File: config.mk
export PLATFORM = sky130hd
export DESIGN_NAME = ms_timer_flat
export DESIGN_NICKNAME = d
export VERILOG_FILES = /design/src/logic/aznable_pkg.sv /design/src/logic/periph_bus_if.sv /design/src/logic/ms_timer.sv /design/src/flat_wrapper.sv
export SDC_FILE = /design/constraint.sdc
export NUM_CORES = 1
export LEC_CHECK = 0
export ABC_AREA = 0
export BUFFER_PORTS_ARGS = -buffer_cell sky130_fd_sc_hd__buf_2
export CAP_MARGIN = 20
export CORE_UTILIZATION = 55
export DETAILED_ROUTE_END_ITERATION = 6
export GPL_TIMING_DRIVEN = 0
export PLACE_DENSITY = 0.79
export SYNTH_ARGS = -nofsm -noshare
export SYNTH_HDL_FRONTEND = slang
export SYNTH_SLANG_ARGS = --single-unit
File: constraint.sdc
create_clock -name clk_24 -period 2.7 [get_ports clk_24]
set_clock_uncertainty 0.1 [all_clocks]
set_input_delay 0.135 -clock clk_24 [delete_from_list [all_inputs] [get_ports clk_24]]
set_output_delay 0.135 -clock clk_24 [all_outputs]
set_load 0.01 [all_outputs]
File: src/logic/aznable_pkg.sv
package aznable_pkg;

	// Bus and data widths
	typedef logic [7:0] byte_t;
	typedef logic [15:0] cpu_addr_t;
	typedef logic [7:0] page_t;
	typedef logic [16:0] dn_addr_t;
	typedef logic [8:0] pixel_cnt_t;
	typedef logic [15:0] timer_t;

	// Visible area and full raster, in pixels and lines
	localparam pixel_cnt_t H_VISIBLE = 9'd320;
	localparam pixel_cnt_t V_VISIBLE = 9'd240;
	localparam pixel_cnt_t H_TOTAL = 9'd396;
	localparam pixel_cnt_t V_TOTAL = 9'd256;

	// Sync windows, start inclusive and end exclusive
	localparam pixel_cnt_t H_SYNC_START = 9'd336;
	localparam pixel_cnt_t H_SYNC_END = 9'd368;
	localparam pixel_cnt_t V_SYNC_START = 9'd244;
	localparam pixel_cnt_t V_SYNC_END = 9'd248;

	// Memory mapped input and timer pages
	localparam page_t PAGE_STATUS = 8'h80;
	localparam page_t PAGE_JOYSTICK = 8'h81;
	localparam page_t PAGE_PADDLE = 8'h84;
	localparam page_t PAGE_TIMESTAMP = 8'h88;
	localparam page_t PAGE_TIMER = 8'h89;

	// Pause trigger covers 0x8A30 to 0x8A3F
	localparam logic [11:0] PAUSE_NIBBLES = 12'h8A3;

	// Memory sizes as address widths
	localparam int PGROM_ADDR_W = 15;
	localparam int WKRAM_ADDR_W = 14;

	// Download slot of the program ROM
	localparam byte_t DN_INDEX_PGROM = 8'd0;

	// Clocks per millisecond at 24 MHz
	localparam int CLK_TICKS_PER_MS = 24000;

	// Source codes seen by the input peripheral in addr[7:6]
	localparam logic [1:0] SRC_JOYSTICK = 2'd0;
	localparam logic [1:0] SRC_PADDLE = 2'd1;
	localparam logic [1:0] SRC_TIMESTAMP = 2'd2;

endpackage

File: src/logic/periph_bus_if.sv
`timescale 1ns/1ps

interface periph_bus_if;

	// Slot select, a level decoded from the CPU address
	logic sel;
	aznable_pkg::byte_t addr;
	aznable_pkg::byte_t wdata;
	// Raw CPU write strobe
	logic wr;
	aznable_pkg::byte_t rdata;

	modport decoder (
		output sel,
		output addr,
		output wdata,
		output wr,
		input rdata
	);

	modport periph (
		input sel,
		input addr,
		input wdata,
		input wr,
		output rdata
	);

endinterface

File: src/logic/ms_timer.sv
`timescale 1ns/1ps

module ms_timer
	import aznable_pkg::*;
#(
	parameter int TICKS_PER_MS = 24000
)
(
	input logic clk_24,
	input logic reset,
	periph_bus_if.periph timer_bus
);

	localparam int PRESCALE_W = $clog2(TICKS_PER_MS);

	logic [PRESCALE_W-1:0] prescale;
	timer_t count;
	logic clear;
	logic ms_tick;

	// Any write to the page restarts the count
	assign clear = timer_bus.sel && timer_bus.wr;
	assign ms_tick = (prescale == PRESCALE_W'(TICKS_PER_MS - 1));

	always_ff @(posedge clk_24)
	begin
		if (reset || clear)
		begin
			prescale <= '0;
			count <= '0;
		end
		else if (ms_tick)
		begin
			prescale <= '0;
			count <= count + 1'b1;
		end
		else
		begin
			prescale <= prescale + 1'b1;
		end
	end

	// addr bit 0 picks the high byte
	assign timer_bus.rdata = !timer_bus.sel ? 8'h00 :
		timer_bus.addr[0] ? count[15:8] : count[7:0];

	a_clear_to_zero: assert property (@(posedge clk_24) disable iff (reset)
		clear |=> (count == '0));

endmodule

File: src/flat_wrapper.sv
// flat-port wrapper written by rule: the top's interface ports become plain ports
module ms_timer_flat import aznable_pkg::*;
#(
	parameter int TICKS_PER_MS = 24000
)
  (clk_24, reset, timer_bus_sel, timer_bus_addr, timer_bus_wdata, timer_bus_wr, timer_bus_rdata);
  periph_bus_if timer_bus_i ();
  input logic clk_24;
  input logic reset;
  input wire logic [$bits(timer_bus_i.sel)-1:0] timer_bus_sel;
  input wire logic [$bits(timer_bus_i.addr)-1:0] timer_bus_addr;
  input wire logic [$bits(timer_bus_i.wdata)-1:0] timer_bus_wdata;
  input wire logic [$bits(timer_bus_i.wr)-1:0] timer_bus_wr;
  output wire logic [$bits(timer_bus_i.rdata)-1:0] timer_bus_rdata;
  assign timer_bus_i.sel = timer_bus_sel;
  assign timer_bus_i.addr = timer_bus_addr;
  assign timer_bus_i.wdata = timer_bus_wdata;
  assign timer_bus_i.wr = timer_bus_wr;
  assign timer_bus_rdata = timer_bus_i.rdata;
  ms_timer #(.TICKS_PER_MS(TICKS_PER_MS)) u_core (.clk_24(clk_24), .reset(reset), .timer_bus(timer_bus_i));
endmodule
# Word level (Yosys, flattened, before mapping)
# Cells that the tools add are included.
[word_totals]
word_cells = 10
output_inout_bits = 8
input_bits = 20
regBits = 31
[classes]
n_eq_ne = 1
muxes = 2
n_reduce_logical = 3
addsub = 2
[ops]
columns = ["operator", "n"]
rows = [
  ["16-bit by 1-bit adder with 16-bit output (second input constant)", 1],
  ["8-bit two-way mux", 2],
  ["15-bit by 1-bit adder with 15-bit output (second input constant)", 1],
  ["15-bit equality test (second input constant)", 1],
  ["2-bit OR reduction", 1],
  ["1-bit logical AND", 1],
  ["1-bit logical OR", 1],
]

# Longest topological paths before layout
[logic_depth]
depth_word = 3
mapped_depth = 7
ltp_nobuf = 5

# Least setup slack after synthesis
# OpenSTA, ideal clock, no wires.
[synth_timing]
path_kind = "reg-to-reg"
start = "register u_core.prescale[0]"
end = "register u_core.count[4]"
setup_ps = 70
required_ps = 2530
n_path_buf = 2
t_arrival_ps = 1826
period_less_slack_ps = 1996
path_slack_ps = 704
stages_incl_launch_ff = 8
cell_sequence = "dfxtp_1 ha_1 and4_1 buf_2 nand4_1 buf_2 or4_2 a21oi_1"
[synth_via]
elab_chain_cells = 1
[synth_lines]
columns = ["item", "line_no", "text"]
rows = [
  ["from (decl)", "ms_timer.sv:16", "logic [PRESCALE_W-1:0] prescale;"],
  ["from (signal assigned)", "ms_timer.sv:39", "prescale <= prescale + 1'b1;"],
  ["15-bit equality test", "ms_timer.sv:23", "assign ms_tick = (prescale == PRESCALE_W'(TICKS_PER_MS - 1));"],
  ["to (signal assigned)", "ms_timer.sv:35", "count <= count + 1'b1;"],
  ["to (decl)", "ms_timer.sv:17", "timer_t count;"],
]
# No other way between the ends.
# A chain may end at the register's enable or synchronous reset.

# Worst setup path in the final report
[layout_timing]
start = "register u_core.prescale[0]"
end = "register u_core.prescale[5]"
[layout_via]
elab_chain_cells = 2
word_cells_on_any_way = 3
cone_classes = "add/sub: 1; eq/ne: 1; reduce/logical: 1"
[layout_lines]
columns = ["item"]
rows = [
  ["branches (longest 2 deep; another with 15-bit by 1-bit adder with 15-bit output)"],
]
# Several ways; the timed one is not identified.

==> results.cfg <==
[layout]
layout.nets = 221
antennaDiodeCount = 0
fin_area_sq_um = 1750
area.growth.synth_to_final_pct = 9.87
drive_gt1_frac = 0.145

[route]
drc_errors = 0
num_vias = 1439
wire_per_inst_microns = 15.1
drtPass1Iterations = 5
wl_met2_microns = 1790
viasPerCell = 6.23
drtAntennaViolNets = 0
wirelength_microns = 3500
dr_wl_met3_microns = 213
wl_met1_microns = 1440
drt_iter0_markers = 73
top_layer = met4

[setup_path]
rrSetupSlack_ns = 0.45
worstPathArrival_ns = 2.36
critPathMaxStageDelay_ns = 0.38
timing.rr.end = u_core.prescale[5]
reg2regPathDepth = 7
path_cells = ha_1, and4_1, buf_2, nand4_1, nand2_1, clkbuf_1, nor2_1
crit_path_max_fanout = 10
cp-endpoint = u_core.prescale[5]
worstSetupPathType = flip-flop to flip-flop
startpoint_type = flip-flop
cpLargestDelayFamily = simple AND/OR/NAND/NOR gates
critical_path_depth = 7
crit_buf_inv = 2
critPathCaptureType = flip-flop
crit_start = u_core.prescale[0]
r2r-start = u_core.prescale[0]
cp_slowest_cell = dfxtp_1
required_ns = 2.81

[synthesis]
synth_ff_type = dfxtp_1
seq_area_frac_synth = 0.389
synth_area_leaders = dfxtp_1 (39%), xor2_1 (6.0%), mux2i_1 (5.6%), a21oi_1 (5.3%), o31ai_1 (5.2%)
synth_top_family_by_area = simple AND/OR/NAND/NOR gates
ys_async_sr_fraction = 0
synth_compound_area_frac = 0.125
synthCells = 182
yosys.area_share.adder = 0.0157
synthesis.nets = 204
muxShareOfSynthArea = 0.0564
synth_warnings = 0
synth.largest_area_cell = dfxtp_1
synth.most_common_cell = dfxtp_1
synth_xor_area_frac = 0.0658
synth-simple-area-share = 0.299
yosys-top-cells-count = dfxtp_1 (31), a21oi_1 (17), nor2_1 (14)
yosys.area.top_type_share = 0.389
syn_area_per_cell_sq_um = 8.77
ys_ff_latch = 31
synth_edf_count = 0
ys_types = 29
netlist_area_sq_um = 1600

[job]
cap_violations = 0

[timing]
period_needed_ns = 2.25
finalSetupViolCount = 0
slew_viol_final = 0
worst_pin_slew_ns = 0.585
slew_headroom = 0.610
rsz0062_at_grt = false
final_hold_viol_count = 0
min_period_over_period = 0.834
setup_tns_ns = 0
clock.fmax_mhz = 444

[hold_path]
hold_path_class = primary input to flip-flop
min_path_cells = 3

[clock_tree]
path_clk_slew_ns = 0.09
post_cts_buffers = 0
cts_resized = 0
clock-sinks = 31
cts_tree = done
ctsHoldBuffers = 0
cts_root_buffer = clkbuf_4
clockBufferDepth = 2
clkLatencyLatePin_ns = 0.33
cts_buffers = 5
htreeDepth = 2

[grt]
first_global_vias = 1423
grt_pass1_wl_microns = 6110
grt_usage = 0.252
antenna_found_initial = 0
grt_max_degree = 11
overflow = 0

[die]
die_w_microns = 55.9
die-height_microns = 55.9
start_util = 0.579
rows = 19
fp.dieArea_sq_um = 3120
ios = 28
core_sq_um = 2760

[power]
p_leak_uw = 0.000617
ir_drop_mv = 0.405
powerDensity_nw_per_um2 = 456

[place]
hpwlAfterDp_microns = 2590
post_dp_cell_area_sq_um = 1690
io_buffers = 10
gp_congestion = 0.806

[run_status]
run_status = complete, no violations
## worst register-to-register path: stages, from the launching register on
cell and delay (ns):
dfxtp_1 0.38, ha_1 0.23, and4_1 0.19, buf_2 0.20
nand4_1 0.31, nand2_1 0.26, clkbuf_1 0.37, nor2_1 0.10
## layer usage
layer,vias to the layer above,track usage
met5,-,0
met4,0,0.0871
met3,9,0.0837
met2,42,0.449
met1,674,0.280
li1,714,-
## logic make-up (layout without fill, tap and decap cells)
group,count (synthesis),count (layout)
compound gates,34,34
xor+xnor,12,12
fa+ha+maj,2,2
buf+inv,14,32
flops,31,31
mux,9,9
simple gates,80,80
## report_power, final
group	leakage [uW]	switching [uW]	total, uW	internal (uW)
registers	0.000250	2.46	462	460
clock network	0.0000386	154	308	153
logic	0.000328	17.9	30.6	12.6
## flip-flops by register name (all words and copies together), names as in the netlist
register / flops
u_core.prescale: 15
u_core.count: 16
## how the worst min path moves through the flow
| stage | startpoint | end | slack, ns |
|---|---|---|---|
| floorplan | reset | u_core.prescale[14] | 0.25 |
| global placement | u_core.prescale[0] | u_core.prescale[0] | 0.34 |
| detailed placement | u_core.prescale[0] | u_core.prescale[0] | 0.36 |
| CTS | reset | u_core.prescale[1] | 0.02 |
| global route | reset | u_core.prescale[1] | 0.02 |
| finish | reset | u_core.prescale[1] | 0.03 |
## placed cells by master (no fill, tap or decap), types with 2 or more instances in the layout
cell      count
or3_1         4
or4_2         2
a21oi_1      17
nor2_1       14
nor2b_1       8
and4_1        4
and3_1        3
dfxtp_1      31
clkbuf_1      6
o21ai_0       5
o31ai_1      11
nand2_1      10
nand4_1      11
ha_1          2
inv_1         4
clkbuf_4      5
and2_1        2
buf_2        12
clkbuf_8      2
or4_1         9
buf_6         3
nand3_1       8
mux2i_1       9
xor2_1       11
## cell type report
cell class,instances,area [sq um]
buffer,10,62.6
inverter,4,15.0
tap,31,38.8
fill,244,1000
timing repair buffer,10,50.0
sequential,31,621
clock buffer,8,68.8
multi-input combinational,137,898
## stage by stage
stage | setup slack, ns | hold WS, ns | utilization | total power [uW] | instances
2_1_floorplan | 0.704 | 0.249 | - | 495 | 182
4_1_cts | 0.431 | 0.0241 | 0.636 | 803 | 231
3_5_place_dp | 0.441 | 0.361 | 0.611 | 503 | 223
5_1_grt | 0.201 | 0.0244 | 0.636 | 832 | 231
6_report | 0.447 | 0.0279 | 0.636 | 800 | 231
3_3_place_gp | 0.537 | 0.343 | 0.611 | 502 | 223
(Power assumes the default switching activity.)
