$ cat config.mk
export PLATFORM = sky130hd
export DESIGN_NAME = input_ports_flat
export DESIGN_NICKNAME = d
export VERILOG_FILES = /design/src/logic/aznable_pkg.sv /design/src/logic/periph_bus_if.sv /design/src/logic/input_ports.sv /design/src/flat_wrapper.sv
export SDC_FILE = /design/constraint.sdc
export NUM_CORES = 1
export LEC_CHECK = 0
export BUFFER_PORTS_ARGS = -buffer_cell sky130_fd_sc_hd__buf_2
export CORE_AREA = 2 2 116 118
export DETAILED_ROUTE_END_ITERATION = 8
export DIE_AREA = 0 0 118 120
export SYNTH_ARGS = -nofsm -noshare
export SYNTH_HDL_FRONTEND = slang
export SYNTH_SLANG_ARGS = --single-unit
$ cat constraint.sdc
create_clock -name vclk -period 1.4
set_input_delay 0.14 -clock vclk [all_inputs]
set_output_delay 0.14 -clock vclk [all_outputs]
set_load 0.005 [all_outputs]
$ cat src/logic/aznable_pkg.sv
package aznable_pkg;

	// Bus and data widths
	typedef logic [7:0] byte_t;
	typedef logic [15:0] cpu_addr_t;
	typedef logic [7:0] page_t;
	typedef logic [16:0] dn_addr_t;
	typedef logic [8:0] pixel_cnt_t;
	typedef logic [15:0] timer_t;

	// Visible area and full raster, in pixels and lines
	localparam pixel_cnt_t H_VISIBLE = 9'd320;
	localparam pixel_cnt_t V_VISIBLE = 9'd240;
	localparam pixel_cnt_t H_TOTAL = 9'd396;
	localparam pixel_cnt_t V_TOTAL = 9'd256;

	// Sync windows, start inclusive and end exclusive
	localparam pixel_cnt_t H_SYNC_START = 9'd336;
	localparam pixel_cnt_t H_SYNC_END = 9'd368;
	localparam pixel_cnt_t V_SYNC_START = 9'd244;
	localparam pixel_cnt_t V_SYNC_END = 9'd248;

	// Memory mapped input and timer pages
	localparam page_t PAGE_STATUS = 8'h80;
	localparam page_t PAGE_JOYSTICK = 8'h81;
	localparam page_t PAGE_PADDLE = 8'h84;
	localparam page_t PAGE_TIMESTAMP = 8'h88;
	localparam page_t PAGE_TIMER = 8'h89;

	// Pause trigger covers 0x8A30 to 0x8A3F
	localparam logic [11:0] PAUSE_NIBBLES = 12'h8A3;

	// Memory sizes as address widths
	localparam int PGROM_ADDR_W = 15;
	localparam int WKRAM_ADDR_W = 14;

	// Download slot of the program ROM
	localparam byte_t DN_INDEX_PGROM = 8'd0;

	// Clocks per millisecond at 24 MHz
	localparam int CLK_TICKS_PER_MS = 24000;

	// Source codes seen by the input peripheral in addr[7:6]
	localparam logic [1:0] SRC_JOYSTICK = 2'd0;
	localparam logic [1:0] SRC_PADDLE = 2'd1;
	localparam logic [1:0] SRC_TIMESTAMP = 2'd2;

endpackage

$ cat src/logic/periph_bus_if.sv
`timescale 1ns/1ps

interface periph_bus_if;

	// Slot select, a level decoded from the CPU address
	logic sel;
	aznable_pkg::byte_t addr;
	aznable_pkg::byte_t wdata;
	// Raw CPU write strobe
	logic wr;
	aznable_pkg::byte_t rdata;

	modport decoder (
		output sel,
		output addr,
		output wdata,
		output wr,
		input rdata
	);

	modport periph (
		input sel,
		input addr,
		input wdata,
		input wr,
		output rdata
	);

endinterface

$ cat src/logic/input_ports.sv
`timescale 1ns/1ps

module input_ports
	import aznable_pkg::*;
#(
	parameter int JOY_DEVICES = 6,
	parameter int PADDLE_DEVICES = 6
)
(
	// 32 buttons per joystick
	input logic [JOY_DEVICES*32-1:0] joystick,
	// One byte per paddle
	input logic [PADDLE_DEVICES*8-1:0] paddle,
	// Seconds count with a change toggle in bit 32
	input logic [32:0] timestamp,
	periph_bus_if.periph input_bus
);

	localparam int JOY_BYTES = JOY_DEVICES * 4;
	localparam int PADDLE_BYTES = PADDLE_DEVICES;

	// Sources padded to the full offset range so that spare bytes read 0
	logic [32*8-1:0] joy_ext;
	logic [8*8-1:0] paddle_ext;
	logic [8*8-1:0] timestamp_ext;
	byte_t joy_byte;
	byte_t paddle_byte;
	byte_t timestamp_byte;
	byte_t src_byte;

	assign joy_ext = (32*8)'(joystick);
	assign paddle_ext = (8*8)'(paddle);
	assign timestamp_ext = (8*8)'(timestamp);

	assign joy_byte = joy_ext[{input_bus.addr[4:0], 3'd0} +: 8];
	assign paddle_byte = paddle_ext[{input_bus.addr[2:0], 3'd0} +: 8];
	assign timestamp_byte = timestamp_ext[{input_bus.addr[2:0], 3'd0} +: 8];

	always_comb
	begin
		case (input_bus.addr[7:6])
			SRC_JOYSTICK: src_byte = joy_byte;
			SRC_PADDLE: src_byte = paddle_byte;
			SRC_TIMESTAMP: src_byte = timestamp_byte;
			default: src_byte = 8'h00;
		endcase
	end

	assign input_bus.rdata = input_bus.sel ? src_byte : 8'h00;

	// Offsets only reach 32 joystick and 8 paddle bytes
	initial
	begin
		assert (JOY_BYTES <= 32 && PADDLE_BYTES <= 8)
		else $error("input_ports: too many devices for the page offsets");
	end

endmodule

$ cat src/flat_wrapper.sv
// flat-port wrapper written by rule: the top's interface ports become plain ports
module input_ports_flat import aznable_pkg::*;
#(
	parameter int JOY_DEVICES = 6,
	parameter int PADDLE_DEVICES = 6
)
  (joystick, paddle, timestamp, input_bus_sel, input_bus_addr, input_bus_wdata, input_bus_wr, input_bus_rdata);
  periph_bus_if input_bus_i ();
  input logic [JOY_DEVICES*32-1:0] joystick;
  input logic [PADDLE_DEVICES*8-1:0] paddle;
  input logic [32:0] timestamp;
  input wire logic [$bits(input_bus_i.sel)-1:0] input_bus_sel;
  input wire logic [$bits(input_bus_i.addr)-1:0] input_bus_addr;
  input wire logic [$bits(input_bus_i.wdata)-1:0] input_bus_wdata;
  input wire logic [$bits(input_bus_i.wr)-1:0] input_bus_wr;
  output wire logic [$bits(input_bus_i.rdata)-1:0] input_bus_rdata;
  assign input_bus_i.sel = input_bus_sel;
  assign input_bus_i.addr = input_bus_addr;
  assign input_bus_i.wdata = input_bus_wdata;
  assign input_bus_i.wr = input_bus_wr;
  assign input_bus_rdata = input_bus_i.rdata;
  input_ports #(.JOY_DEVICES(JOY_DEVICES), .PADDLE_DEVICES(PADDLE_DEVICES)) u_core (.joystick(joystick), .paddle(paddle), .timestamp(timestamp), .input_bus(input_bus_i));
endmodule
# [Yosys cells after proc, flatten, opt, wreduce, memory -nomap -nowiden]
# Cells that the tools add are included.
[totals] word_cells=8 reg_bits=0 input_bits=291
[op_classes] n_eq_ne=2 n_shift=3 n_mux=2 n_reduce_logical=1
[ops] operator="indexed part select 256 x 9 -> 8 bit" n=1
[ops] operator="indexed part select 64 x 7 -> 8 bit" n=2
[ops] operator="case mux 8 bit (3 select lines)" n=1
[ops] operator="two-way mux 8 bit" n=1
[ops] operator="equality test 2 x 1 -> 1 bit (second input constant)" n=1
[ops] operator="equality test 2 bit (second input constant)" n=1
[ops] operator="zero test 2 bit" n=1

# [Depth between registers and ports, before layout]
# Gate-level depths: netlist (run 1).
[depth] word_depth=3 ltp_mapped=8 depth_no_buf=7

# [Worst setup path after synthesis (run 1)]
# OpenSTA, ideal clock, no wires.
[synth_timing] path_kind="input port to output port" start="input port input_bus_addr[1]" end="output port input_bus_rdata[4]" arrival_ns=1.386 slack_ns=-0.126 stages=7 required_ns=1.260 n_path_buf=3 cell_sequence="clkbuf_1 -> buf_4 -> buf_4 -> mux4_2 -> mux2i_1 -> o21ai_0 -> a211o_1"
[synth_via] elab_chain_len=3 elab_cells_between_ends=5 classes_between="3 x shift; 2 x mux"
[synth_lines] element="start: declaration" line_no="flat_wrapper.sv:13" source="input wire logic [$bits(input_bus_i.addr)-1:0] input_bus_addr;"
[synth_lines] element="indexed part select 256 x 9 -> 8 bit, or another cell as far along" line_no="input_ports.sv:35" source="assign joy_byte = joy_ext[{input_bus.addr[4:0], 3'd0} +: 8];"
[synth_lines] element="case mux 8 bit (3 select lines) (*)" line_no="input_ports.sv:41" source="case (input_bus.addr[7:6])"
[synth_lines] element="two-way mux 8 bit (*)" line_no="input_ports.sv:49" source="assign input_bus.rdata = input_bus.sel ? src_byte : 8'h00;"
[synth_lines] element="end: declaration" line_no="flat_wrapper.sv:16" source="output wire logic [$bits(input_bus_i.rdata)-1:0] input_bus_rdata;"
# Mark *: on every way between the ends. The rest lies on a longest branch, timed or not.

# [Final worst setup path (run 1)]
[layout_timing] start="input port input_bus_addr[0]" end="output port input_bus_rdata[5]"
# The elaborated chain is that of the path after synthesis.

==> results of run 1 <==
==> critical path, cell delays in order <==
cell and delay (ns):
buf_16 0.11, buf_12 0.12, mux4_2 0.51, o21ai_2 0.17, a221oi_2 0.05, a211o_1 0.28, buf_2 0.14
==> metrics by stage <==
stage	util [%]	setup TNS, ns
after floorplan	-	-0.314
after global placement	34.4	-4.54
after detailed placement	34.4	-4.84
after CTS	38.6	-1.93
after global routing	39.4	-2.33
final	39.4	-1.82
==> per-layer routing <==
metal  vias up  part of all wire, %  track usage, %
li1       1780                    -               -
met1      1735                   41            22.1
met2       179                   51            34.9
met3        20                  6.9            2.57
met4         0                  1.9            3.16
met5         -                    0               0
==> power by group through the flow <==
stage,Clock [mW],Combinational [mW],Sequential (mW)
2_1_floorplan,0,0.594,0
3_3_place_gp,0,1.22,0
3_5_place_dp,0,1.22,0
4_1_cts,0,1.42,0
5_1_grt,0.0000000955,1.57,0
6_report,0.0000000955,1.46,0
==> cells by family (layout without fill, tap and decap cells) <==
logic type / after synthesis / after routing / share of synthesized area (%)
simple gates: 59 / 59 / 12.2
compound gates: 58 / 58 / 16.7
fa+ha+maj: 3 / 3 / 1.50
buf+inv: 32 / 366 / 8.51
other cells: 0 / 1 / 0
mux: 119 / 119 / 61.0
==> cells in the mapped netlist <==
cell type and n:
mux2i_1 89, mux4_2 21, a22oi_1 20, o21ai_0 14, nand2_1 13, clkbuf_1 10, nand3_1 10, buf_4 9
nand4_1 9, a22o_1 8, nor2b_1 8, a221oi_1 7, nor2_1 7, buf_6 5, mux2_2 5, a211o_1 4
buf_2 4, mux4_1 4, nor3_1 4, and2_1 3, ha_1 3, o22ai_1 3, and3_1 2, inv_1 2
nor3b_1 2, buf_1 1, buf_12 1, nand3b_1 1, o211ai_1 1, o21ai_1 1
==> repair_timing <==
action                                  4_1_cts  5_1_grt
gates resized for setup                     103       18
hold buffers                                  0        0
cloned                                        5        0
setup buffers                                13        5
endpoints found under the setup margin        8        8
pin swaps                                    27       16
==> layout make-up <==
class | count | share of cell area [%]
Antenna cell | 1 | 0.0489
Timing Repair Buffer | 364 | 45.3
Tap cell | 176 | 4.30
Multi-Input combinational cell | 239 | 50.1
Inverter | 2 | 0.244
==> worst paths after layout <==
check / from / depth (start not counted) / endpoint / slack, ns
worst min-delay path: joystick[99] / 6 / input_bus_rdata[3] / 0.79
worst max-delay path: input_bus_addr[0] / 7 / input_bus_rdata[5] / -0.26
==> qor.yml, run 1 <==
synthesis:
  synth.top_cell.area_share_pct: 35.7
  synthTopCellsByArea: "mux2i_1 (36%), mux4_2 (19%), a22oi_1 (6.0%), mux4_1 (4.2%), a22o_1 (2.8%)"
  postSynthAreaPerCell_um2: 9.22
  synth_area_mm2: 0.00250
  yosys_warnings: 0
  syn_nets: 565
  synth_area_leader_cell: "mux2i_1"
  ys_seq_area_share_pct: 0
  postSynthCellCount: 271
  synth_cell_type_count: 30
sta:
  finalCritPeriodShare_pct: 119
  tightest_slew_ns: 0.347
  layout_setup_ws_ns: -0.260
  slew_violations: 0
  setup_viol: 8
  hold_viol_final: 0
  clock.fmax_mhz: 602
  whs_ns: 0.786
  rsz0062_at_grt: "yes"
  period_minus_slack_ns: 1.66
  slew_headroom_pct: 76.7
critical_path:
  path_max_fanout: 6
  critPathKind: "primary input to output pin"
  cp-end-kind: "output pin"
  cp-start-kind: "primary input"
  worstPathRequired_ns: 1.26
  cp.arrival_ns: 1.52
layout:
  clock_buffers: 0
  design.seq.count: 0
  drive_gt1_share_pct: 73.7
  final_common_cell: "buf_2"
  final_cell_mix: "buf_2 (285), mux2i_1 (83), buf_4 (50), mux4_2 (24), a22oi_1 (19)"
  final-seq-area_um2: 0
  multi_input_area_mm2: 0.00256
  final_cells: 782
  design_area_mm2: 0.00512
  nets: 901
  area_growth_pct: 105
  nFillCells: 1359
floorplanning:
  die_x_um: 118
  fp.coreArea_mm2: 0.0130
  rows: 42
  dieArea_mm2: 0.0142
  initial_core_util_pct: 19.3
  io_pins: 299
  die_h_um: 120
flow_run:
  drv_cap: 0
global_route:
  grt_pass1_wl_um: 20400
  track_usage_pct: 18.4
  antenna_found_initial: 1
  grt_max_degree: 20
  grt_overflow: 0
  grt_pass1_vias: 4008
power:
  p_sw_mw: 0.581
  pwr-share-clk_pct: 0
  p_leak_nw: 2.71
  power_frac_seq_pct: 0
  p_int_mw: 0.874
  power_mw: 1.46
  power_density_mw_per_mm2: 284
  peakVddDrop_mv: 0.114
  swShare_pct: 39.9
  combPwrFrac_pct: 100.0
place:
  place_ws_ns: -0.685
  placed_area_mm2: 0.00446
  portBuffers: 289
  dp_cells: 762
  gp_congestion: 0.831
  place_hpwl_um: 11600
route:
  via_per_inst: 4.75
  postRouteAntennaNets: 0
  vias: 3714
  drc: 0
  drt-wirelength-per-cell_um: 17.6
  firstDrtPassIters: 4
  drt_iter0_markers: 142
  finalWirelength_um: 13700
run_status:
  violations: "negative setup slack"
  status: "finished with violations"
hold_path:
  hold_class: "primary input to output pin"
Power figures use the tool's default switching activity.
==> run 2, diff against run 1 <==
--- a/config.mk
+++ b/config.mk
@@ -9,6 +9,7 @@
 export CORE_AREA = 2 2 116 118
 export DETAILED_ROUTE_END_ITERATION = 8
 export DIE_AREA = 0 0 118 120
+export PLACE_DENSITY = 0.63
 export SYNTH_ARGS = -nofsm -noshare
 export SYNTH_HDL_FRONTEND = slang
 export SYNTH_SLANG_ARGS = --single-unit
==> run 2 against run 1 <==
- the flow still finishes with violations (negative setup slack)
- highest routed layer unchanged
- first-iteration DRC count up 15%
- core utilization shrank 2.4 points
- clock-buffer cell count unchanged
==> qor.yml, run 2 (same netlist as run 1, synthesis figures left out) <==
sta:
  clock.fmax_mhz: 580
  whs_ns: 0.764
  slew_violations: 0
  tightest_slew_ns: 0.324
  slew_headroom_pct: 78.4
  setup_viol: 8
  finalCritPeriodShare_pct: 123
  hold_viol_final: 0
  layout_setup_ws_ns: -0.325
  period_minus_slack_ns: 1.72
  rsz0062_at_grt: "yes"
place:
  portBuffers: 289
  gp_congestion: 0.853
  place_hpwl_um: 11500
  place_ws_ns: -0.596
  placed_area_mm2: 0.00443
floorplanning:
  die_h_um: 120
  initial_core_util_pct: 19.3
  rows: 42
  io_pins: 299
  fp.coreArea_mm2: 0.0130
  die_x_um: 118
  dieArea_mm2: 0.0142
critical_path:
  worstPathRequired_ns: 1.26
  path_max_fanout: 8
  cp.arrival_ns: 1.58
  cp-end-kind: "output pin"
  cp-start-kind: "primary input"
  critPathKind: "primary input to output pin"
hold_path:
  min-delay-start: "joystick[99]"
  hold_class: "primary input to output pin"
  hold_depth: 6
  min_to: "input_bus_rdata[3]"
run_status:
  violations: "negative setup slack"
  status: "finished with violations"
layout:
  clock_buffers: 0
  drive_gt1_share_pct: 69.6
  finish.utilization_pct: 37.0
  design.seq.count: 0
  antenna_cells: 0
  final-seq-area_um2: 0
  nets: 882
  design_area_mm2: 0.00480
  multi_input_area_mm2: 0.00247
  final_cell_mix: "buf_2 (285), mux2i_1 (84), buf_4 (41), mux4_2 (23), a22oi_1 (20)"
  nFillCells: 1354
  area_growth_pct: 92.1
  final_common_cell: "buf_2"
route:
  drt-wirelength-per-cell_um: 17.4
  postRouteAntennaNets: 0
  via_per_inst: 4.80
  finalWirelength_um: 13200
  drt_iter0_markers: 164
  vias: 3656
  firstDrtPassIters: 4
  drc: 0
power:
  power_mw: 1.36
  p_leak_nw: 2.58
  power_density_mw_per_mm2: 284
  peakVddDrop_mv: 0.119
global_route:
  grt_max_degree: 21
  track_usage_pct: 17.4
  antenna_found_initial: 0
  grt_pass1_vias: 3716
  grt_pass1_wl_um: 19500
  grt_overflow: 0
flow_run:
  drv_cap: 0
==> run 2: cell types whose count changed in the layout (fill, tap and decap cells not counted), sizes merged <==
cell,previous run,this run
buf,364,343
bufbuf,0,1
clkbuf,0,1
diode,1,0
==> run 2: cell type report <==
class                      instances  area share (%)
timing repair buffer             345            43.7
multi-input combinational        239            51.5
tap                              176            4.59
inverter                           2           0.261
==> run 2: where the power goes <==
| group | switching (mW) | internal [mW] |
|---|---|---|
| logic | 0.554 | 0.810 |
| clock network | 0 | 0 |
| registers | 0 | 0 |
==> run 2: worst max-delay path by stage <==
| stage | from | end | slack, ns | cells past startpoint |
|---|---|---|---|---|
| finish | input_bus_addr[0] | input_bus_rdata[2] | -0.32 | 7 |
| global placement | input_bus_addr[0] | input_bus_rdata[6] | -0.53 | 8 |
| global route | input_bus_addr[0] | input_bus_rdata[2] | -0.39 | 7 |
| floorplan | input_bus_addr[0] | input_bus_rdata[1] | -0.04 | 6 |
| detailed placement | input_bus_addr[0] | input_bus_rdata[6] | -0.60 | 8 |
| CTS | input_bus_addr[0] | input_bus_rdata[4] | -0.33 | 7 |
==> run 2: critical path, cell delays in order <==
cell	delay [ns]
buf_16	0.11
buf_12	0.13
mux4_2	0.48
mux2i_1	0.19
o21ai_1	0.08
a211o_1	0.30
buf_2	0.14
==> run 2: routing by layer <==
layer	vias to the layer above	global-route usage [%]	share of wire, %
met5	-	0	0
met4	0	0.678	0.22
met3	4	1.95	6.0
met2	149	33.1	53
met1	1757	22.1	41
li1	1746	-	-
==> run 2: stage by stage <==
stage | std cells | TNS (ns)
after floorplan | 271 | -0.314
after global placement | 758 | -3.95
after detailed placement | 758 | -4.08
after CTS | 761 | -2.39
after global routing | 762 | -2.67
final | 762 | -2.17
==> run 2: repair_timing <==
item | CTS | global route
gates resized for setup | 51 | 28
pin swaps | 13 | 13
setup endpoints to repair | 8 | 8
setup buffers | 4 | 0
hold buffers | 0 | 0
gates cloned | 3 | 1
