`src/logic/aznable_pkg.sv`:
```
package aznable_pkg;

	// Bus and data widths
	typedef logic [7:0] byte_t;
	typedef logic [15:0] cpu_addr_t;
	typedef logic [7:0] page_t;
	typedef logic [16:0] dn_addr_t;
	typedef logic [8:0] pixel_cnt_t;
	typedef logic [15:0] timer_t;

	// Visible area and full raster, in pixels and lines
	localparam pixel_cnt_t H_VISIBLE = 9'd320;
	localparam pixel_cnt_t V_VISIBLE = 9'd240;
	localparam pixel_cnt_t H_TOTAL = 9'd396;
	localparam pixel_cnt_t V_TOTAL = 9'd256;

	// Sync windows, start inclusive and end exclusive
	localparam pixel_cnt_t H_SYNC_START = 9'd336;
	localparam pixel_cnt_t H_SYNC_END = 9'd368;
	localparam pixel_cnt_t V_SYNC_START = 9'd244;
	localparam pixel_cnt_t V_SYNC_END = 9'd248;

	// Memory mapped input and timer pages
	localparam page_t PAGE_STATUS = 8'h80;
	localparam page_t PAGE_JOYSTICK = 8'h81;
	localparam page_t PAGE_PADDLE = 8'h84;
	localparam page_t PAGE_TIMESTAMP = 8'h88;
	localparam page_t PAGE_TIMER = 8'h89;

	// Pause trigger covers 0x8A30 to 0x8A3F
	localparam logic [11:0] PAUSE_NIBBLES = 12'h8A3;

	// Memory sizes as address widths
	localparam int PGROM_ADDR_W = 15;
	localparam int WKRAM_ADDR_W = 14;

	// Download slot of the program ROM
	localparam byte_t DN_INDEX_PGROM = 8'd0;

	// Clocks per millisecond at 24 MHz
	localparam int CLK_TICKS_PER_MS = 24000;

	// Source codes seen by the input peripheral in addr[7:6]
	localparam logic [1:0] SRC_JOYSTICK = 2'd0;
	localparam logic [1:0] SRC_PADDLE = 2'd1;
	localparam logic [1:0] SRC_TIMESTAMP = 2'd2;

endpackage

```
`src/logic/video_timing.sv`:
```
`timescale 1ns/1ps

module video_timing
	import aznable_pkg::*;
(
	input logic clk_24,
	input logic reset,
	input logic ce_6,
	output pixel_cnt_t hcnt,
	output pixel_cnt_t vcnt,
	output logic vga_hs,
	output logic vga_vs,
	output logic vga_hb,
	output logic vga_vb
);

	logic h_wrap;
	logic v_wrap;

	assign h_wrap = (hcnt == H_TOTAL - 1'b1);
	assign v_wrap = (vcnt == V_TOTAL - 1'b1);

	// Pixel and line counters, stepping on the pixel enable
	always_ff @(posedge clk_24)
	begin
		if (reset)
		begin
			hcnt <= '0;
			vcnt <= '0;
		end
		else if (ce_6)
		begin
			if (h_wrap)
			begin
				hcnt <= '0;
				vcnt <= v_wrap ? '0 : vcnt + 1'b1;
			end
			else
			begin
				hcnt <= hcnt + 1'b1;
			end
		end
	end

	// Blank and sync, registered from the counts
	always_ff @(posedge clk_24)
	begin
		if (reset)
		begin
			vga_hb <= 1'b0;
			vga_vb <= 1'b0;
			vga_hs <= 1'b0;
			vga_vs <= 1'b0;
		end
		else
		begin
			vga_hb <= (hcnt >= H_VISIBLE);
			vga_vb <= (vcnt >= V_VISIBLE);
			vga_hs <= (hcnt >= H_SYNC_START) && (hcnt < H_SYNC_END);
			vga_vs <= (vcnt >= V_SYNC_START) && (vcnt < V_SYNC_END);
		end
	end

	a_hcnt_in_range: assert property (@(posedge clk_24) disable iff (reset)
		hcnt < H_TOTAL);

endmodule

```
`config.mk`:
```
export PLATFORM = sky130hd
export DESIGN_NAME = video_timing
export DESIGN_NICKNAME = d
export VERILOG_FILES = /design/src/logic/aznable_pkg.sv /design/src/logic/video_timing.sv
export SDC_FILE = /design/constraint.sdc
export NUM_CORES = 1
export LEC_CHECK = 0
export ABC_AREA = 1
export BUFFER_PORTS_ARGS = -buffer_cell sky130_fd_sc_hd__buf_4
export CAP_MARGIN = 30
export CORE_MARGIN = 2
export CORE_UTILIZATION = 41
export CTS_BUF_LIST = sky130_fd_sc_hd__clkbuf_4 sky130_fd_sc_hd__clkbuf_8
export CTS_CLUSTER_DIAMETER = 100
export DETAILED_ROUTE_END_ITERATION = 8
export MAX_ROUTING_LAYER = met4
export PLACE_DENSITY_LB_ADDON = 0.05
export SETUP_SLACK_MARGIN = 0.05
export SYNTH_ARGS = -nofsm -noshare
export SYNTH_HDL_FRONTEND = slang
export SYNTH_SLANG_ARGS = --single-unit
```
`constraint.sdc`:
```
create_clock -name clk_24 -period 2.7 [get_ports clk_24]
set_input_delay 0.405 -clock clk_24 [delete_from_list [all_inputs] [get_ports clk_24]]
set_output_delay 0.405 -clock clk_24 [all_outputs]
set_load 0.03 [all_outputs]
```
### Yosys cells after proc, flatten, opt, wreduce, memory -nomap -nowiden

Index checks and enable logic that the tools add are counted.

| word-level totals | value |
|---|---|
| bits in registers | 22 |
| input bits | 3 |
| logic and storage cells | 21 |
| output and inout bits | 22 |

| operators by class | value |
|---|---|
| reduce and logical (&&, ||, !) cells | 3 |
| equal/unequal tests | 2 |
| muxes and demuxes | 2 |
| magnitude comparators | 6 |
| $add $sub $neg | 2 |

Operators by type and width:

| kind | number |
|---|---|
| $add A9 B1 Y9 const B | 2 |
| $ge A9 B8 Y1 const B | 2 |
| $ge A9 B9 Y1 const B | 2 |
| $mux W9 | 2 |
| $eq A9 B8 Y1 const B | 1 |
| $eq A9 B9 Y1 const B | 1 |
| $lt A9 B8 Y1 const B | 1 |
| $lt A9 B9 Y1 const B | 1 |
| $logic_and A1 B1 Y1 | 2 |
| $reduce_and A2 Y1 | 1 |

### Longest topological paths before layout

Gate-level depths: netlist of the first run.

| depth | value |
|---|---|
| word-level depth | 2 |
| mapped depth | 9 |

### Worst setup path after synthesis of the first run

OpenSTA, ideal clock, no wires.

| timing | value |
|---|---|
| kind | register -> register |
| start | register hcnt[1] |
| end | register hcnt[8] |
| stages on the path, launching flop included | 9 |
| arrival time | 1.432 ns |
| period minus slack after synthesis | 1.546 ns |
| setup time | 0.114 ns |
| path slack | 1.154 ns |
| cells stage by stage | dfxtp_1 -> ha_1 -> nand2_4 -> nor2_4 -> nand2_2 -> nor2_2 -> nand2_1 -> nor2_1 -> nor2_2 |

| on the way | value |
|---|---|
| word-level cells in the longest chain between the ends | 2 |
| elaborated cells on any way between the ends | 3 |
| those cells by class | add/sub: 1; eq/ne: 1; mux: 1 |

Ends and longest elaborated chain:

| item | line | RTL |
|---|---|---|
| from (decl) | video_timing.sv:9 | `output pixel_cnt_t hcnt,` |
| from (signal assigned) | video_timing.sv:40 | `hcnt <= hcnt + 1'b1;` |
| $add A9 B1 Y9 or $eq A9 B9 Y1 (tied branches) | video_timing.sv:40, video_timing.sv:20 |  |
| $mux W9 (*) | video_timing.sv:33 | `if (h_wrap)` |

Every way passes the cells marked *; elsewhere a longest branch is shown, timed or not.
A chain may end at the register's enable or synchronous reset.

### Final worst setup path of the first run

| timing | value |
|---|---|
| start | register hcnt[1] |
| end | register vcnt[1] |

| on the way | value |
|---|---|
| word-level cells in the longest chain between the ends | 2 |

Ends and longest elaborated chain:

| item | line | RTL |
|---|---|---|
| $eq A9 B9 Y1 | video_timing.sv:20 | `assign h_wrap = (hcnt == H_TOTAL - 1'b1);` |
| $reduce_and A2 Y1 (no line) | n/a |  |
| to (signal assigned) | video_timing.sv:36 | `vcnt <= v_wrap ? '0 : vcnt + 1'b1;` |
| to (decl) | video_timing.sv:10 | `output pixel_cnt_t vcnt,` |

Every way passes these cells.

==> results of run 1 <==
[registers in the layout (all words and copies together), names as in the netlist]
| signal | flops |
|---|---|
| vga_hs | 1 |
| vcnt | 9 |
| vga_vb | 1 |
| hcnt | 9 |
| vga_hb | 1 |
| vga_vs | 1 |
[power by group]
| group | internal (mW) | switching, mW |
|---|---|---|
| Combinational | 0.0114 | 0.0236 |
| Clock | 0.0823 | 0.0975 |
| Sequential | 0.327 | 0.00370 |
| Total | 0.421 | 0.125 |
[worst min-delay path by stage]
stage / to / startpoint / cells past startpoint / slack, ns
2_1_floorplan: vcnt[2] / reset / 1 / 0.47
3_3_place_gp: vga_vs / vcnt[8] / 1 / 0.47
3_5_place_dp: vga_vs / vcnt[8] / 1 / 0.47
4_1_cts: hcnt[4] / reset / 2 / 0.30
5_1_grt: hcnt[4] / reset / 2 / 0.29
6_report: hcnt[4] / reset / 2 / 0.32
[kinds of logic (layout without fill, tap and decap cells)]
family | after synthesis | count (layout)
buffers and inverters | 28 | 55
AO/OA/AOI/OAI | 11 | 11
AND/OR/NAND/NOR | 98 | 98
XOR/XNOR | 3 | 3
flip-flops | 22 | 22
adder cells (fa/ha/maj) | 4 | 4
multiplexers | 1 | 1
[through the flow]
step,utilization (%),instance area (um2),total power [mW],cells
after floorplan,-,1200,0.362,167
after global placement,51.0,1410,0.373,221
after detailed placement,51.0,1410,0.374,221
after CTS,52.3,1440,0.558,225
after global routing,52.3,1440,0.578,225
final,52.3,1440,0.546,225
[placed cells by master (no fill, tap or decap), types with 4 or more instances in the layout]
cell,n
nor2_2,4
inv_1,22
nor3_1,4
a21oi_1,5
nand3_1,12
buf_4,24
dfxtp_1,22
nor2_4,5
nand2_1,46
nor2_1,17
ha_1,4
[final cells by class]
| cell class | instances | share of cell area, % |
|---|---|---|
| inverters | 27 | 7.20 |
| well taps | 31 | 2.69 |
| repair buffers | 24 | 12.5 |
| clock buffers | 4 | 2.52 |
| multi-input cells | 117 | 44.5 |
| flip-flops and latches | 22 | 30.6 |
[worst max-delay path, cell delays in order (launching register included)]
cell     delay, ns
dfxtp_1       0.43
ha_1          0.31
inv_2         0.07
nor2_4        0.13
nand3_4       0.10
nand2_4       0.12
inv_4         0.07
nand2_1       0.06
nand2_1       0.05
[layer usage]
| metal | track usage, % | vias to the layer above | share of wire [%] |
|---|---|---|---|
| li1 | - | 571 | - |
| met1 | 20.7 | 468 | 47 |
| met2 | 27.6 | 14 | 50 |
| met3 | 2.01 | 2 | 2.9 |
| met4 | 8.31 | 0 | 0.57 |
| met5 | - | - | 0 |
==> reports/results.tsv, run 1 <==
stage	metric	value	unit
floorplanning	Initial Util	43.4	%
pwr	IR drop worst, VDD	0.000238	V
critical_path	Critical Path RT	2.91	ns
synthesis	Mapped Cells	167	
finish	register area	440	um2
global_route	initial antenna violation count	0	
synthesis	post-synthesis area per instance	7.17	um2
route	post-DR wirelength/cell	10.9	um
synthesis	XOR/XNOR Fraction of Synth Area	2.19	%
floorplanning	CORE AREA	2760	um2
sta	maximum clock rate	0.696	GHz
synthesis	Post-synth EDFFs	0	
synthesis	multiplexer area fraction after synthesis	0.836	%
clocking	PostCTS Resize Cnt	0	
critical_path	worst path arrival time	1.65	ns
global_route	global-route wire length before repair	4310	um
sta	Final Critical Period	1.44	ns
critical_path	Worst Setup SP	hcnt[1]	
synthesis	Adder-Cell Fraction of Synth Area	4.18	%
synthesis	flop and latch count out of synthesis	22	
route	via count	1055	
clocking	Clock transition at path regs	0.12	ns
synthesis	Synth cell types	26	
route	Avg Vias per Cell	4.69	
critical_path	Crit Reg-Reg Startpoint	hcnt[1]	
critical_path	startpoint class of the critical path	flop	
synthesis	Synth Area in Simple Gates	41.6	%
floorplanning	Top Ports	25	
critical_path	R2R setup slack	1.26	ns
sta	Worst Max-Slew Pin Slew	0.318	ns
floorplanning	# rows	19	
route	TritonRoute pass-1 iters	4	
global_route	largest net degree at the start of global routing	13	
sta	setup slack after layout	1.26	ns
synthesis	top-count cell post-synth	nand2_1	
route	post-route ant nets	0	
floorplanning	width of the die	58.0	um
status	status	finished clean	
synthesis	top-area cell type share of the netlist area	36.8	%
sta	Tcrit/Tclk final	53.2	%
sta	RSZ-0062 raised after global routing	no	
route	Routed WL	2450	um
synthesis	Synth top cells by count	nand2_1, dfxtp_1, inv_1	
flow_run	max_cap viols	0	
placed_design	DP HPWL	1920	um
synthesis	synth warn	0	
placed_design	pre-CTS setup slack	1.26	ns
synthesis	Synth Area in Compound Gates	4.81	%
placed_design	Port Buffers	24	
sta	Fin Setup TNS	0	ns
sta	WHS	0.320	ns
synthesis	ys async rst share	0	%
sta	count of final max-slew check failures	0	
critical_path	Worst R2R Path Depth	8	
clocking	Num CTS Buffers	3	
synthesis	top cells by area, synth	dfxtp_1, nand2_1, inv_1	
critical_path	Worst Setup EP	vcnt[1]	
sta	Slew headroom	78.7	%
synthesis	top_reg_cell synth	dfxtp_1	
synthesis	share of the yosys chip area belonging to registers	36.8	%
clocking	CTS Sinks	22	
clocking	Post-CTS Setup Inserts	0	
clocking	TritonCTS clock tree	built	
sta	final hold violation count	0	
worst_hold_path	Hold Crit Class	input pin to flop	
finish	FILL cells	294	
floorplanning	DIE AREA	3370	um2
clocking	CTS root buf	clkbuf_4	
clocking	Skew-Pair Late Insertion Delay	0.30	ns
pwr	pwr dens	379	nW/um2
critical_path	Max FO, Critical Path	7	
route	initial drt markers	44	
synthesis	syn nets	174	
clocking	Max Root-Sink Buffers	2	
finish	ant diodes	0	
clocking	H-tree levels	1	
placed_design	final RePlAce weighted congestion	0.804	
critical_path	critical path endpoint category	flop	
global_route	total grt overflow	0	
critical_path	Setup Crit Path Kind	flop to flop	
global_route	overall global routing resource usage	16.9	%
sta	Worst Skew	0.00618	ns
finish	multi-input logic area	642	um2
synthesis	main combinational cell family by area after synthesis	simple AND/OR/NAND/NOR gates	
sta	Setup-failing EPs final	0	
critical_path	worst r2r dst	vcnt[1]	
global_route	vias in the first global route	1017	
clocking	hold_buf cts	0	
finish	Layout Nets	202	
finish	area grow syn2layout	20.4	%
pwr	P_leak	0.671	nW
finish	fraction of layout cells with a size suffix above 1	24.7	%
route	Residual DRC	0	
synthesis	Syn Std Cell Area	1200	um2
synthesis	area leader, netlist	dfxtp_1	
floorplanning	Die H	58.0	um
No activity file was read; power rests on OpenSTA's default activity.
==> run 2, diff against run 1 <==
Settings changed: ABC_AREA 1 to 0.
Clock period 2.7 ns to 1.3 ns, I/O delays scaled along.
==> run 2 against run 1 <==
Effect of this change: the run now ends with negative setup slack left; routed wire length is 0.16% lower; core utilization is 18 points higher; register-to-register slack worse by 1.8 ns; critical endpoint is now hcnt[4]; largest cell class unchanged; largest power group unchanged; highest routed layer unchanged.
==> reports/results.tsv, run 2 <==
stage	metric	value	unit
status	status	finished, violations left	
status	failing checks	negative setup slack	
sta	maximum clock rate	0.533	GHz
synthesis	share of the yosys chip area belonging to registers	43.6	%
critical_path	Setup Crit Path Kind	flop to flop	
route	post-DR wirelength/cell	11.8	um
synthesis	syn nets	126	
synthesis	Synth Area in Simple Gates	31.2	%
clocking	hold_buf cts	0	
finish	Final Util	70.6	%
pwr	pwr dens	703	nW/um2
critical_path	Crit Reg-Reg Startpoint	hcnt[2]	
placed_design	Port Buffers	24	
sta	final hold violation count	0	
critical_path	startpoint class of the critical path	flop	
global_route	total grt overflow	0	
synthesis	Mapped Cells	119	
route	Avg Vias per Cell	4.96	
sta	count of final max-slew check failures	0	
sta	Setup-failing EPs final	18	
sta	Slew headroom	80.2	%
floorplanning	CORE AREA	2280	um2
finish	final design area excluding fillers	1610	um2
worst_hold_path	HP Start	reset	
synthesis	top_reg_cell synth	dfxtp_1	
critical_path	worst path arrival time	2.08	ns
sta	WHS	0.146	ns
clocking	Num CTS Buffers	3	
clocking	Skew-Pair Late Insertion Delay	0.31	ns
clocking	CTS root buf	clkbuf_4	
synthesis	top cells by area, synth	dfxtp_1, nor2_1, xor2_1	
synthesis	top-area cell type share of the netlist area	43.6	%
floorplanning	width of the die	53.7	um
sta	Worst Max-Slew Pin Slew	0.295	ns
synthesis	ys async rst share	0	%
global_route	global-route wire length before repair	4260	um
synthesis	post-synthesis area per instance	8.50	um2
floorplanning	# rows	17	
clocking	TritonCTS clock tree	built	
placed_design	DP HPWL	1870	um
clocking	CTS Sinks	22	
critical_path	Worst Setup SP	hcnt[2]	
global_route	largest net degree at the start of global routing	17	
synthesis	Synth Area in Compound Gates	5.82	%
flow_run	max_cap viols	0	
synthesis	flop and latch count out of synthesis	22	
synthesis	Synth top cells by count	dfxtp_1, nor2_1, nand2_1	
critical_path	worst r2r dst	hcnt[4]	
synthesis	Post-synth EDFFs	0	
synthesis	Syn Std Cell Area	1010	um2
finish	Cell Count, Final, Fillers Out	207	
route	post-route ant nets	0	
synthesis	Synth cell types	28	
placed_design	DP Area	1460	um2
synthesis	top-count cell post-synth	dfxtp_1	
finish	FILL cells	181	
synthesis	Adder-Cell Fraction of Synth Area	4.95	%
worst_hold_path	Hold Crit Class	input pin to flop	
floorplanning	Initial Util	44.4	%
finish	commonest non-fill, non-tap cells in the layout	buf_4, nor2_1, nand2_1, dfxtp_1	
sta	Fin Setup TNS	-8.39	ns
route	via count	1027	
clocking	H-tree levels	1	
finish	Layout Nets	187	
placed_design	final RePlAce weighted congestion	0.862	
critical_path	Critical Path RT	1.51	ns
sta	RSZ-0062 raised after global routing	yes	
floorplanning	Top Ports	25	
finish	area grow syn2layout	59.0	%
critical_path	critical path endpoint category	flop	
global_route	initial antenna violation count	0	
finish	fraction of layout cells with a size suffix above 1	47.5	%
clocking	Max Root-Sink Buffers	2	
floorplanning	DIE AREA	2880	um2
route	initial drt markers	19	
route	TritonRoute pass-1 iters	4	
synthesis	XOR/XNOR Fraction of Synth Area	9.53	%
finish	ant diodes	0	
critical_path	Max FO, Critical Path	5	
synthesis	synth warn	0	
finish	Largest regs	hcnt: 9 flops, vcnt: 9 flops	
sta	Worst Skew	0.00768	ns
finish	leading cell type in the layout, fill and taps excluded	buf_4	
critical_path	R2R setup slack	-0.58	ns
floorplanning	Die H	53.7	um
route	Routed WL	2450	um
critical_path	Worst Setup EP	hcnt[4]	
pwr	IR drop worst, VDD	0.000585	V
route	Residual DRC	0	
synthesis	main combinational cell family by area after synthesis	simple AND/OR/NAND/NOR gates	
global_route	vias in the first global route	966	
global_route	overall global routing resource usage	21.4	%
synthesis	area leader, netlist	dfxtp_1	
sta	Tcrit/Tclk final	144	%
pwr	P_leak	0.668	nW
synthesis	multiplexer area fraction after synthesis	0.990	%
sta	setup slack after layout	-0.577	ns
sta	Final Critical Period	1.88	ns
placed_design	Post-Place Cells	196	
critical_path	Worst R2R Path Depth	6	
clocking	Clock transition at path regs	0.13	ns
run 2: changes by cell type in the layout (fill, tap and decap cells not counted), sizes merged, moves of 5 or more:
cell   change
nand2     -39
buf       +36
inv       -20
nor2      -12
nand3      -9
xnor2      +5
run 2: how the worst min path moves through the flow:
| stage | depth (start not counted) | to |
|---|---|---|
| floorplan | 2 | vcnt[5] |
| global placement | 2 | vcnt[1] |
| detailed placement | 2 | vcnt[1] |
| CTS | 2 | vcnt[1] |
| global route | 2 | vcnt[6] |
| finish | 2 | vcnt[6] |
run 2: what timing repair did:
action,4_1_cts,5_1_grt
buffers inserted,4,3
pin swaps,4,2
gates resized for setup,9,10
setup endpoints to repair,18,21
run 2: critical path, cell delays in order, from the launching register on:
cell     delay, ns
dfxtp_4       0.36
or4b_4        0.53
or3_4         0.38
buf_4         0.15
or2b_1        0.19
buf_6         0.12
nor2_1        0.05
run 2: kinds of logic after synthesis:
family | count (synthesis)
AND/OR/NAND/NOR | 60
flip-flops | 22
AO/OA/AOI/OAI | 11
XOR/XNOR | 11
buffers and inverters | 10
adder cells (fa/ha/maj) | 4
multiplexers | 1
run 2: area by class of cell:
class,count,area [um2],area share [%]
repair buffers,60,477,29.6
clock buffers,4,30.0,1.87
well taps,28,35.0,2.18
flip-flops and latches,22,468,29.1
inverters,6,22.5,1.40
multi-input cells,87,576,35.8
run 2: per-stage QoR:
stage / total power, mW / setup slack (ns)
after floorplan: 0.748 / -0.648
after global placement: 0.785 / -0.566
after detailed placement: 0.788 / -0.605
after CTS: 1.14 / -0.576
after global routing: 1.19 / -0.626
final: 1.13 / -0.577
run 2: routing by layer:
metal	up-vias	track usage (%)	routed length [um]
li1	529	-	-
met1	469	25.7	1130
met2	25	32.7	1140
met3	4	4.44	134
met4	0	13.2	51
met5	-	-	0
run 2: power breakdown:
part	leakage [nW]	switching [mW]	internal, mW
Combinational	0.465	0.0526	0.0460
Clock	0.0184	0.210	0.141
Sequential	0.185	0.00612	0.675
Total	0.668	0.269	0.861
